--- src/ddr3_pkg.sv ---
`default_nettype none

package ddr3_pkg;

    // ****************************************
    // widths
    // ****************************************

    // one burst index covers eight 16-bit columns
    localparam int BURST_AW = 24;
    // burst index plus three column bits
    localparam int APP_AW   = BURST_AW + 3;
    localparam int DATA_W   = 128;

    typedef logic [BURST_AW-1:0] burst_addr_t;
    typedef logic [APP_AW-1:0]   app_addr_t;
    typedef logic [BURST_AW-1:0] burst_cnt_t;
    typedef logic [DATA_W-1:0]   data_t;

    // controller command codes
    typedef enum logic [2:0] {
        CMD_WRITE = 3'b000,
        CMD_READ  = 3'b001
    } app_cmd_e;

    // ****************************************
    // port bundles
    // ****************************************

    // request from one path to the arbiter
    typedef struct packed {
        logic        req;
        burst_addr_t addr;
    } cmd_req_t;

    // address and command port toward the controller
    typedef struct packed {
        logic      en;
        app_cmd_e  cmd;
        app_addr_t addr;
    } app_cmd_bus_t;

    // write data port, single beat per burst
    typedef struct packed {
        logic  wren;
        logic  last;
        data_t data;
    } app_wdf_t;

    // one entry for the read FIFO
    typedef struct packed {
        data_t data;
        logic  last;
    } rd_beat_t;

    // path state machines
    typedef enum logic [1:0] {WR_IDLE, WR_POP, WR_BUSY} wr_state_e;
    typedef enum logic [1:0] {RD_IDLE, RD_RUN, RD_DONE} rd_state_e;

endpackage

`default_nettype wire

--- src/ddr3_wr_path.sv ---
`timescale 1ns/1ps
`default_nettype none

module ddr3_wr_path
    import ddr3_pkg::*;
(
    input  wire logic  ddr3_domain_clk,
    input  wire logic  rst_n,
    input  wire logic  wr_en,
    input  wire logic  wr_fifo_empty,
    input  wire data_t wr_fifo_dat,
    input  wire logic  wr_grant,
    input  wire logic  app_wdf_rdy,
    output logic       wr_fifo_rd_en,
    output cmd_req_t   wr_req,
    output app_wdf_t   app_wdf
);

    wr_state_e   state;
    logic        req_q;
    logic        wren_q;
    data_t       wdat_q;
    burst_addr_t wr_addr;
    logic        req_next;
    logic        wren_next;

    // command drops on grant, data drops on acceptance
    assign req_next  = req_q & ~wr_grant;
    assign wren_next = wren_q & ~app_wdf_rdy;

    // ****************************************
    // write FSM
    // ****************************************
    always_ff @(posedge ddr3_domain_clk) begin
        if (!rst_n) begin
            state         <= WR_IDLE;
            wr_fifo_rd_en <= 1'b0;
            req_q         <= 1'b0;
            wren_q        <= 1'b0;
        end else begin
            // pop is a single-cycle strobe
            wr_fifo_rd_en <= 1'b0;
            case (state)
                WR_IDLE: begin
                    // word waiting and writing allowed
                    if (wr_en && !wr_fifo_empty) begin
                        wr_fifo_rd_en <= 1'b1;
                        state         <= WR_POP;
                    end
                end
                WR_POP: begin
                    // head word taken this cycle, raise both halves
                    req_q  <= 1'b1;
                    wren_q <= 1'b1;
                    state  <= WR_BUSY;
                end
                WR_BUSY: begin
                    req_q  <= req_next;
                    wren_q <= wren_next;
                    // one write in flight, wait for command and data
                    if (!req_next && !wren_next) begin
                        state <= WR_IDLE;
                    end
                end
                default: begin
                    state <= WR_IDLE;
                end
            endcase
        end
    end

    // data stage, loaded with the popped word
    always_ff @(posedge ddr3_domain_clk) begin
        if (state == WR_POP) begin
            wdat_q <= wr_fifo_dat;
        end
    end

    // burst address, restarts at zero whenever writing is off
    always_ff @(posedge ddr3_domain_clk) begin
        if (!rst_n || !wr_en) begin
            wr_addr <= '0;
        end else if (wr_grant) begin
            wr_addr <= wr_addr + 1'b1;
        end
    end

    assign wr_req  = '{req: req_q, addr: wr_addr};
    // single beat, so last tracks wren
    assign app_wdf = '{wren: wren_q, last: wren_q, data: wdat_q};

endmodule

`default_nettype wire

--- src/ddr3_rd_path.sv ---
`timescale 1ns/1ps
`default_nettype none

module ddr3_rd_path
    import ddr3_pkg::*;
#(
    parameter int unsigned RD_MAX_OUTSTANDING = 4
)(
    input  wire logic        ddr3_domain_clk,
    input  wire logic        rst_n,
    input  wire logic        enable_reading,
    input  wire burst_addr_t rd_start_addr,
    input  wire burst_cnt_t  rd_burst_cnt,
    input  wire logic        rd_grant,
    input  wire data_t       app_rd_data,
    input  wire logic        app_rd_data_valid,
    input  wire logic        rd_fifo_almost_full,
    output cmd_req_t         rd_req,
    output logic             rd_fifo_wr_en,
    output rd_beat_t         rd_fifo_beat,
    output logic             reading_done
);

    localparam int unsigned OUT_W = $clog2(RD_MAX_OUTSTANDING + 1);

    rd_state_e        state;
    burst_addr_t      rd_addr;
    // commands still to issue
    burst_cnt_t       issue_left;
    // beats still to come back
    burst_cnt_t       beats_left;
    logic [OUT_W-1:0] outstanding;
    logic             room;
    data_t            dat_q;
    logic             last_q;

    // reads granted but not yet returned
    assign room = outstanding < OUT_W'(RD_MAX_OUTSTANDING);

    // ****************************************
    // read FSM and counters
    // ****************************************
    always_ff @(posedge ddr3_domain_clk) begin
        if (!rst_n) begin
            state       <= RD_IDLE;
            rd_addr     <= '0;
            issue_left  <= '0;
            beats_left  <= '0;
            outstanding <= '0;
        end else begin
            // in flight count, grant in and beat out
            if (rd_grant && !app_rd_data_valid) begin
                outstanding <= outstanding + 1'b1;
            end else if (!rd_grant && app_rd_data_valid && outstanding != '0) begin
                outstanding <= outstanding - 1'b1;
            end
            if (enable_reading) begin
                rd_addr    <= rd_start_addr;
                issue_left <= rd_burst_cnt;
                beats_left <= rd_burst_cnt;
                // empty request finishes at once
                state      <= (rd_burst_cnt == '0) ? RD_DONE : RD_RUN;
            end else begin
                if (rd_grant) begin
                    rd_addr    <= rd_addr + 1'b1;
                    issue_left <= issue_left - 1'b1;
                end
                if (app_rd_data_valid && beats_left != '0) begin
                    beats_left <= beats_left - 1'b1;
                end
                // done one cycle after the last beat is written
                if (state == RD_RUN && rd_fifo_wr_en && rd_fifo_beat.last) begin
                    state <= RD_DONE;
                end
            end
        end
    end

    // ****************************************
    // data forwarding
    // ****************************************

    // strobe follows valid by one cycle
    always_ff @(posedge ddr3_domain_clk) begin
        if (!rst_n) begin
            rd_fifo_wr_en <= 1'b0;
        end else begin
            rd_fifo_wr_en <= app_rd_data_valid;
        end
    end

    // beat payload, last when this beat empties the count
    always_ff @(posedge ddr3_domain_clk) begin
        if (app_rd_data_valid) begin
            dat_q  <= app_rd_data;
            last_q <= (beats_left == burst_cnt_t'(1));
        end
    end

    // new requests stop on full FIFO or too many in flight
    assign rd_req.req   = (state == RD_RUN) && (issue_left != '0)
                        && !rd_fifo_almost_full && room;
    assign rd_req.addr  = rd_addr;
    assign rd_fifo_beat = '{data: dat_q, last: last_q};
    assign reading_done = (state == RD_DONE);

endmodule

`default_nettype wire

--- src/ddr3_cmd_arbiter.sv ---
`timescale 1ns/1ps
`default_nettype none

module ddr3_cmd_arbiter
    import ddr3_pkg::*;
(
    input  wire logic     ddr3_domain_clk,
    input  wire logic     rst_n,
    input  wire logic     wr_en,
    input  wire cmd_req_t wr_req,
    input  wire cmd_req_t rd_req,
    input  wire logic     app_rdy,
    output logic          wr_grant,
    output logic          rd_grant,
    output app_cmd_bus_t  app_cmd_bus
);

    logic      slot_en;
    app_cmd_e  slot_cmd;
    app_addr_t slot_addr;
    logic      slot_free;

    // slot empty, or its command goes out this cycle
    assign slot_free = !slot_en || app_rdy;

    // wr_en level decides who owns the port
    assign wr_grant = slot_free && wr_en && wr_req.req;
    assign rd_grant = slot_free && !wr_en && rd_req.req;

    // ****************************************
    // command slot
    // ****************************************
    always_ff @(posedge ddr3_domain_clk) begin
        if (!rst_n) begin
            slot_en <= 1'b0;
        end else if (wr_grant || rd_grant) begin
            slot_en <= 1'b1;
        end else if (app_rdy) begin
            // accepted with nothing behind it
            slot_en <= 1'b0;
        end
    end

    // command code and address of the taken request
    always_ff @(posedge ddr3_domain_clk) begin
        if (wr_grant) begin
            slot_cmd  <= CMD_WRITE;
            // burst index to column address
            slot_addr <= {wr_req.addr, 3'b000};
        end else if (rd_grant) begin
            slot_cmd  <= CMD_READ;
            slot_addr <= {rd_req.addr, 3'b000};
        end
    end

    // held steady until app_rdy with en
    assign app_cmd_bus = '{en: slot_en, cmd: slot_cmd, addr: slot_addr};

endmodule

`default_nettype wire

--- src/ddr3_app_ctrl.sv ---
`timescale 1ns/1ps
`default_nettype none

module ddr3_app_ctrl
    import ddr3_pkg::*;
#(
    parameter int unsigned RD_MAX_OUTSTANDING = 4
)(
    input  wire logic        ddr3_domain_clk,
    input  wire logic        rst_n,
    // write side
    input  wire logic        wr_en,
    input  wire logic        wr_fifo_empty,
    input  wire data_t       wr_fifo_dat,
    output logic             wr_fifo_rd_en,
    // read side
    input  wire burst_addr_t rd_start_addr,
    input  wire burst_cnt_t  rd_burst_cnt,
    input  wire logic        enable_reading,
    output logic             reading_done,
    input  wire logic        rd_fifo_almost_full,
    output logic             rd_fifo_wr_en,
    output rd_beat_t         rd_fifo_beat,
    // controller application port
    input  wire logic        app_rdy,
    input  wire logic        app_wdf_rdy,
    input  wire data_t       app_rd_data,
    input  wire logic        app_rd_data_valid,
    output app_cmd_bus_t     app_cmd_bus,
    output app_wdf_t         app_wdf
);

    cmd_req_t wr_req;
    cmd_req_t rd_req;
    logic     wr_grant;
    logic     rd_grant;

    // ****************************************
    // write path, FIFO to write data port
    // ****************************************
    ddr3_wr_path i_wr_path (
        .ddr3_domain_clk (ddr3_domain_clk),
        .rst_n           (rst_n),
        .wr_en           (wr_en),
        .wr_fifo_empty   (wr_fifo_empty),
        .wr_fifo_dat     (wr_fifo_dat),
        .wr_grant        (wr_grant),
        .app_wdf_rdy     (app_wdf_rdy),
        .wr_fifo_rd_en   (wr_fifo_rd_en),
        .wr_req          (wr_req),
        .app_wdf         (app_wdf)
    );

    // read path, bursts back into the read FIFO
    ddr3_rd_path #(
        .RD_MAX_OUTSTANDING (RD_MAX_OUTSTANDING)
    ) i_rd_path (
        .ddr3_domain_clk     (ddr3_domain_clk),
        .rst_n               (rst_n),
        .enable_reading      (enable_reading),
        .rd_start_addr       (rd_start_addr),
        .rd_burst_cnt        (rd_burst_cnt),
        .rd_grant            (rd_grant),
        .app_rd_data         (app_rd_data),
        .app_rd_data_valid   (app_rd_data_valid),
        .rd_fifo_almost_full (rd_fifo_almost_full),
        .rd_req              (rd_req),
        .rd_fifo_wr_en       (rd_fifo_wr_en),
        .rd_fifo_beat        (rd_fifo_beat),
        .reading_done        (reading_done)
    );

    // shared address and command port
    ddr3_cmd_arbiter i_cmd_arbiter (
        .ddr3_domain_clk (ddr3_domain_clk),
        .rst_n           (rst_n),
        .wr_en           (wr_en),
        .wr_req          (wr_req),
        .rd_req          (rd_req),
        .app_rdy         (app_rdy),
        .wr_grant        (wr_grant),
        .rd_grant        (rd_grant),
        .app_cmd_bus     (app_cmd_bus)
    );

endmodule

`default_nettype wire

--- config.mk ---
export PLATFORM = sky130hd
export DESIGN_NAME = ddr3_app_ctrl
export DESIGN_NICKNAME = d
export VERILOG_FILES = /design/src/ddr3_pkg.sv /design/src/ddr3_wr_path.sv /design/src/ddr3_rd_path.sv /design/src/ddr3_cmd_arbiter.sv /design/src/ddr3_app_ctrl.sv
export SDC_FILE = /design/constraint.sdc
export NUM_CORES = 1
export LEC_CHECK = 0
export BUFFER_PORTS_ARGS = -buffer_cell sky130_fd_sc_hd__buf_2
export CAP_MARGIN = 20
export CORE_AREA = 3 3 234 236
export DETAILED_ROUTE_END_ITERATION = 8
export DIE_AREA = 0 0 237 239
export HOLD_SLACK_MARGIN = 0.12
export PLACE_DENSITY = 0.61
export SLEW_MARGIN = 10
export SYNTH_ARGS = -nofsm -noshare
export SYNTH_HDL_FRONTEND = slang
export SYNTH_SLANG_ARGS = --single-unit
--- constraint.sdc ---
create_clock -name ddr3_domain_clk -period 8.5 [get_ports ddr3_domain_clk]
set_input_delay 0.425 -clock ddr3_domain_clk [delete_from_list [all_inputs] [get_ports ddr3_domain_clk]]
set_output_delay 0.425 -clock ddr3_domain_clk [all_outputs]
set_load 0.03 [all_outputs]
# Yosys cells after proc, flatten, opt, wreduce, memory -nomap -nowiden
# Index checks and enable logic that the tools add are counted.
# totals
output_inout_bits	293
word_cells	97
input_bits	313
ff_bits	390
# classes
n_eq_ne	7
mux	21
n_bitwise	4
order_cmp	1
add_sub_neg	6
n_reduce_logical	41
# op_table
operator	count
$mux 24	6
$mux 27	2
$add 24x1->24 const B	2
$reduce_bool 24->1	2
$sub 24x1->24 const B	2
$eq 24x1->1 const B	1
$logic_not 24->1	1
$logic_and 1x1->1	15
$reduce_bool 2->1	7
$mux 2	5
$logic_not 1->1	9
$mux 3	2
$pmux 2 s3	1
$eq 2x1->1 const B	2
$eq 2x2->1 const B	2
$ne 2x1->1 const B	2
$pmux 1 s2	2
$reduce_and 2->1	2
$add 3x1->3 const B	1
$logic_or 1x1->1	3
$lt 3x3->1 const B	1
$mux 1	3
$reduce_bool 3->1	1
$sub 3x1->3 const B	1
other kinds (3)	5

# Logic depth before layout (Yosys ltp)
# depth
ltp_word	10
ltp_mapped	13
mapped_depth_nobuf	11

# Modules after synthesis
# Synthesis repeated with hierarchy kept, for this count alone.
# hier_totals
cells_unflattened	995
hier_area_um2	14639.0
# by_module_without_submodules
mod	instances	area_per_inst_um2	seq_area_each_um2	cells_per_inst
ddr3_rd_path	1	8121.5	5435.2	634
ddr3_wr_path	1	5240.0	4424.2	291
ddr3_cmd_arbiter	1	1277.5	760.7	70

# Worst setup path after synthesis
# OpenSTA, ideal clock, no wires.
# synth_timing
path_type	register to register
from	reg i_wr_path.state[1]
to	reg i_wr_path.wdat_q[0], enable pin
path_buffers	0
setup_ps	503
path_stages_with_launch	3
path_slack_ps	4595
t_arrival_ps	3403
required_ps	7997
synth_period_minus_slack_ps	3905
cell_sequence	dfxtp_1 > inv_1 > ha_1
# synth_between
elab_chain_cells	1
# synth_lines
item	line_no	rtl
start, declared	ddr3_wr_path.sv:19	wr_state_e state;
start signal, assigned	ddr3_wr_path.sv:36	state <= WR_IDLE;
start signal, assigned	ddr3_wr_path.sv:48	state <= WR_POP;
start signal, assigned	ddr3_wr_path.sv:55	state <= WR_BUSY;
$eq 2x1->1	ddr3_wr_path.sv:74	if (state == WR_POP) begin
end signal, assigned	ddr3_wr_path.sv:75	wdat_q <= wr_fifo_dat;
end, declared	ddr3_wr_path.sv:22	data_t wdat_q;
# No other way between the ends.
# A chain may end at the register's enable or synchronous reset.

# Final worst setup path
# layout_timing
from	reg i_rd_path.issue_left[0]
to	reg i_cmd_arbiter.slot_addr[7], enable pin
# layout_between
elab_chain_cells	6
# layout_lines
item	line_no	rtl
start, declared	ddr3_rd_path.sv:29	burst_cnt_t issue_left;
start signal, assigned	ddr3_rd_path.sv:59	issue_left <= rd_burst_cnt;
start signal, assigned	ddr3_rd_path.sv:66	issue_left <= issue_left - 1'b1;
$reduce_bool 24->1	ddr3_rd_path.sv:101	assign rd_req.req = (state == RD_RUN) && (issue_left != '0)
$logic_and 1x1->1	ddr3_rd_path.sv:101	
$logic_and 1x1->1 (2 in series)	ddr3_rd_path.sv:102	&& !rd_fifo_almost_full && room;
$logic_and 1x1->1	ddr3_cmd_arbiter.sv:28	assign rd_grant = slot_free && !wr_en && rd_req.req;
$reduce_bool 2->1 (no source line)	--	
end signal, assigned	ddr3_cmd_arbiter.sv:49	slot_addr <= {wr_req.addr, 3'b000};
end signal, assigned	ddr3_cmd_arbiter.sv:52	slot_addr <= {rd_req.addr, 3'b000};
end, declared	ddr3_cmd_arbiter.sv:20	app_addr_t slot_addr;
# No other way between the ends.

==> metrics.md <==
| Metric | Value |
|---|---|
| Status | `finished, final reports clean` |
| Gate Count Post-Synth | `1,062` |
| Design Area, Final | `around 0.022 mm²` |
| Clk sinks | `just under 400` |
| CP Max Fanout | `24` |
| Area of the multi-input gates | `about 0.0038 mm²` |
| Placed cell area | `approximately 0.018 mm²` |
| Rows | `84` |
| Setup repair after global routing missed its margin | `no` |
| Share of post-route cells with drive strength above 1 | `0.365` |
| Setup Buffers After CTS | `0` |
| Seq pwr share | `0.461` |
| DR vias | `12,900` |
| Pleak | `between 8 and 9 nW` |
| Hpwl dp | `about 48,000 µm` |
| Async set or reset register ratio after synthesis | `0` |
| Nets | `2,238` |
| Yosys warns | `0` |
| Max-slew violations | `0` |
| Post-route setup TNS | `0 ns` |
| FMAX | `roughly 0.27 GHz` |
| Logic pwr share | `0.148` |
| Synthesized flop and latch total | `390` |
| I/O Pins | `roughly 610` |
| Drt first pass iters | `5` |
| Fillers | `slightly below 5,000` |
| Clock buffer count from CTS | `between 40 and 50` |
| # port buffers | `600` |
| Die X | `between 200 and 250 µm` |
| Worst EP required | `8.57 ns` |
| Clock Path Buffers | `3` |
| Starting Density | `0.280` |
| Maximum vdd ir drop | `0.125 mV` |
| Global-route wire length before repair | `88,600 µm` |
| Clk Tree Root Cell | `clkbuf_16` |
| Fin crit period | `3.66 ns` |
| P_int | `between 0.003 and 0.004 W` |
| Vias in the first global route | `around 13,000` |
| Gr usage total | `0.216` |
| Dominant synthesized flop cell | `edfxtp_1` |
| Crit-path cells | `inv_1 > ha_1 > nor4b_1 > nand3_1 > o21ai_1 > nand2_1` |
| Pwr Density | `around 220 mW/mm²` |
| Setup Skew | `around 0.027 ns` |
| Seq/Total Area, Yosys | `0.720` |
| Syn-to-layout area delta | `52.1%` |
| Clock power frac | `0.391` |
| Die height | `about 240 µm` |
| Hold Slack | `0.162 ns` |
| Hold WC Path Type | `in -> reg` |
| Crit path capture type | `register` |
| Antenna violations before repair | `25` |
| Clock-pin slew on the worst setup and hold paths | `about 0.060 ns` |
| Post-synthesis cell area | `0.0148 mm²` |
| CTS resizes | `0` |
| Final Hold Vio Count | `0` |
| Core area | `0.0527 mm²` |
| Largest net degree at the start of global routing | `74` |
| Antenna viol nets, final | `0` |
| Register area | `0.0106 mm²` |
| Worst-Margin Slew | `slightly below 1 ns` |
| Crit path largest cell delay | `0.77 ns` |
| Initial DRC count | `between 1,000 and 1,500` |
| Crit-path slowest cell | `nand2_1` |
| WL/cell | `about 24 µm` |
| Synth Area per Inst | `13.9 µm²` |
| Critical Path AT | `between 3 and 4 ns` |
| H-Tree Depth | `2` |
| Period utilization | `0.430` |
| Yosys cell types | `64` |
| Worst Setup Start Kind | `register` |
| Final setup viols | `0` |
| Vias per cell | `slightly below 5` |
| EDFF count, synth | `about 280` |
| Psw | `0.00135 W` |
| Clk_lat worst skew | `0.57 ns` |
| Max_slew headroom | `0.340` |
| Sw Ratio | `0.276` |
| Post-layout util | `0.426` |
| Die area | `approximately 0.057 mm²` |
| Routed WL | `approximately 64,000 µm` |
| Placer Congestion | `between 0.9 and 1` |
| Max Cap Viol | `0` |
| CTS tree | `done` |
| WS Path Type | `reg -> reg` |
| Post-route DRC | `0` |
| Commonest non-fill, non-tap cell in the layout | `buf_2` |
| GRT Residual Overflow | `0` |
| Most frequent cells in the layout | `buf_2 (599), edfxtp_1 (281), dlygate4sd3_1 (252), dfxtp_1 (109), o21ai_0 (61)` |
[kinds of logic after synthesis]
kind of cell	share of synthesized area
xor gates and xnor gates	0.0279
DFF	0.720
AOI/OAI and AO/OA	0.0984
muxes	0.0142
adders and majority gates	0.00899
and+or+nand+nor	0.106
other	0.000254
buffers and inverters	0.0242
[worst max-delay path, delay by kind of cell (launching register included)]
family	cells	cell delay, ns
AOI/OAI and AO/OA	1	0.72
and+or+nand+nor	3	1.85
DFF	1	0.34
adders and majority gates	1	0.18
buffers and inverters	1	0.07
[repair_timing]
action / in CTS / in global routing
endpoints found under the hold margin: 252 / 0
hold buffers: 252 / 0
endpoints found under the setup margin: 0 / 0
[area by class of cell]
| class | instances | share of cell area |
|---|---|---|
| antenna | 5 | 0.000557 |
| timing repair buffer | 861 | 0.249 |
| inverter | 26 | 0.00440 |
| tap | 688 | 0.0384 |
| multi-input combinational | 592 | 0.170 |
| clock inverter | 29 | 0.0115 |
| clock buffer | 53 | 0.0529 |
| sequential | 390 | 0.473 |
[cell usage after synthesis, types with 4 or more instances]
cell type,n,area (µm²)
a2111oi_0,10,87.6
a211oi_1,19,143
a21oi_1,59,295
a311oi_1,4,35.0
a31o_2,4,35.0
a31oi_1,20,125
and3_1,7,43.8
and4_1,19,166
buf_4,9,67.6
clkbuf_1,45,169
dfxtp_1,109,2180
edfxtp_1,281,8440
ha_1,9,113
inv_1,26,97.6
mux2_2,15,169
mux2i_1,4,40.0
nand2_1,55,206
nand2b_1,6,37.5
nand3_1,28,140
nand4_1,19,119
nor2_1,46,173
nor2b_1,8,50.1
nor3_1,31,155
nor4_1,18,113
o211ai_1,9,67.6
o21ai_0,61,305
o311a_1,4,40.0
o31ai_1,5,37.5
or2_2,5,31.3
or3_1,17,106
or4_1,10,75.1
xnor2_1,33,289
xor2_1,14,123
[routing by layer]
| layer | share of wire | vias to the layer above | track usage | wire (µm) |
|---|---|---|---|---|
| met5 | 0.0013 | - | 0 | 86 |
| li1 | - | 5791 | - | - |
| met3 | 0.098 | 128 | 0.0751 | 6320 |
| met1 | 0.38 | 6346 | 0.264 | 24700 |
| met2 | 0.47 | 615 | 0.347 | 30200 |
| met4 | 0.044 | 14 | 0.0909 | 2850 |
[power groups by stage]
| stage | sequential [W] | clock (W) | combinational [W] |
|---|---|---|---|
| global placement | 0.00229 | 0 | 0.000613 |
| finish | 0.00225 | 0.00191 | 0.000723 |
| detailed placement | 0.00229 | 0 | 0.000619 |
| CTS | 0.00225 | 0.00196 | 0.000725 |
| global route | 0.00227 | 0.00203 | 0.000767 |
| floorplan | 0.00246 | 0 | 0.000172 |
[state kept, by name, summed over array words and instances (netlist names), 3 cells and up]
register                 flops
i_rd_path.beats_left        24
i_rd_path.rd_addr           24
i_rd_path.issue_left        24
i_rd_path.dat_q            128
i_wr_path.wr_addr           24
i_cmd_arbiter.slot_addr     24
i_rd_path.outstanding        3
i_wr_path.wdat_q           128
[worst paths after layout]
kind	start	endpoint	slack (ns)	depth (start not counted)
min reg2reg	i_cmd_arbiter.slot_cmd[0]	i_cmd_arbiter.slot_cmd[0]	0.47	2
max	i_rd_path.issue_left[0]	i_cmd_arbiter.slot_addr[7]	4.84	6
max reg2reg	i_rd_path.issue_left[0]	i_cmd_arbiter.slot_addr[7]	4.84	6
min	rd_start_addr[10]	i_rd_path.rd_addr[10]	0.16	3
[stage by stage]
step	power, W	worst slack, ns	std cells
4_1_cts	0.00494	4.84	2638
5_1_grt	0.00506	4.54	2641
6_report	0.00489	4.84	2644
3_5_place_dp	0.00291	4.87	2304
3_3_place_gp	0.00290	5.04	2304
2_1_floorplan	0.00263	4.59	1066
(Power assumes the default switching activity.)
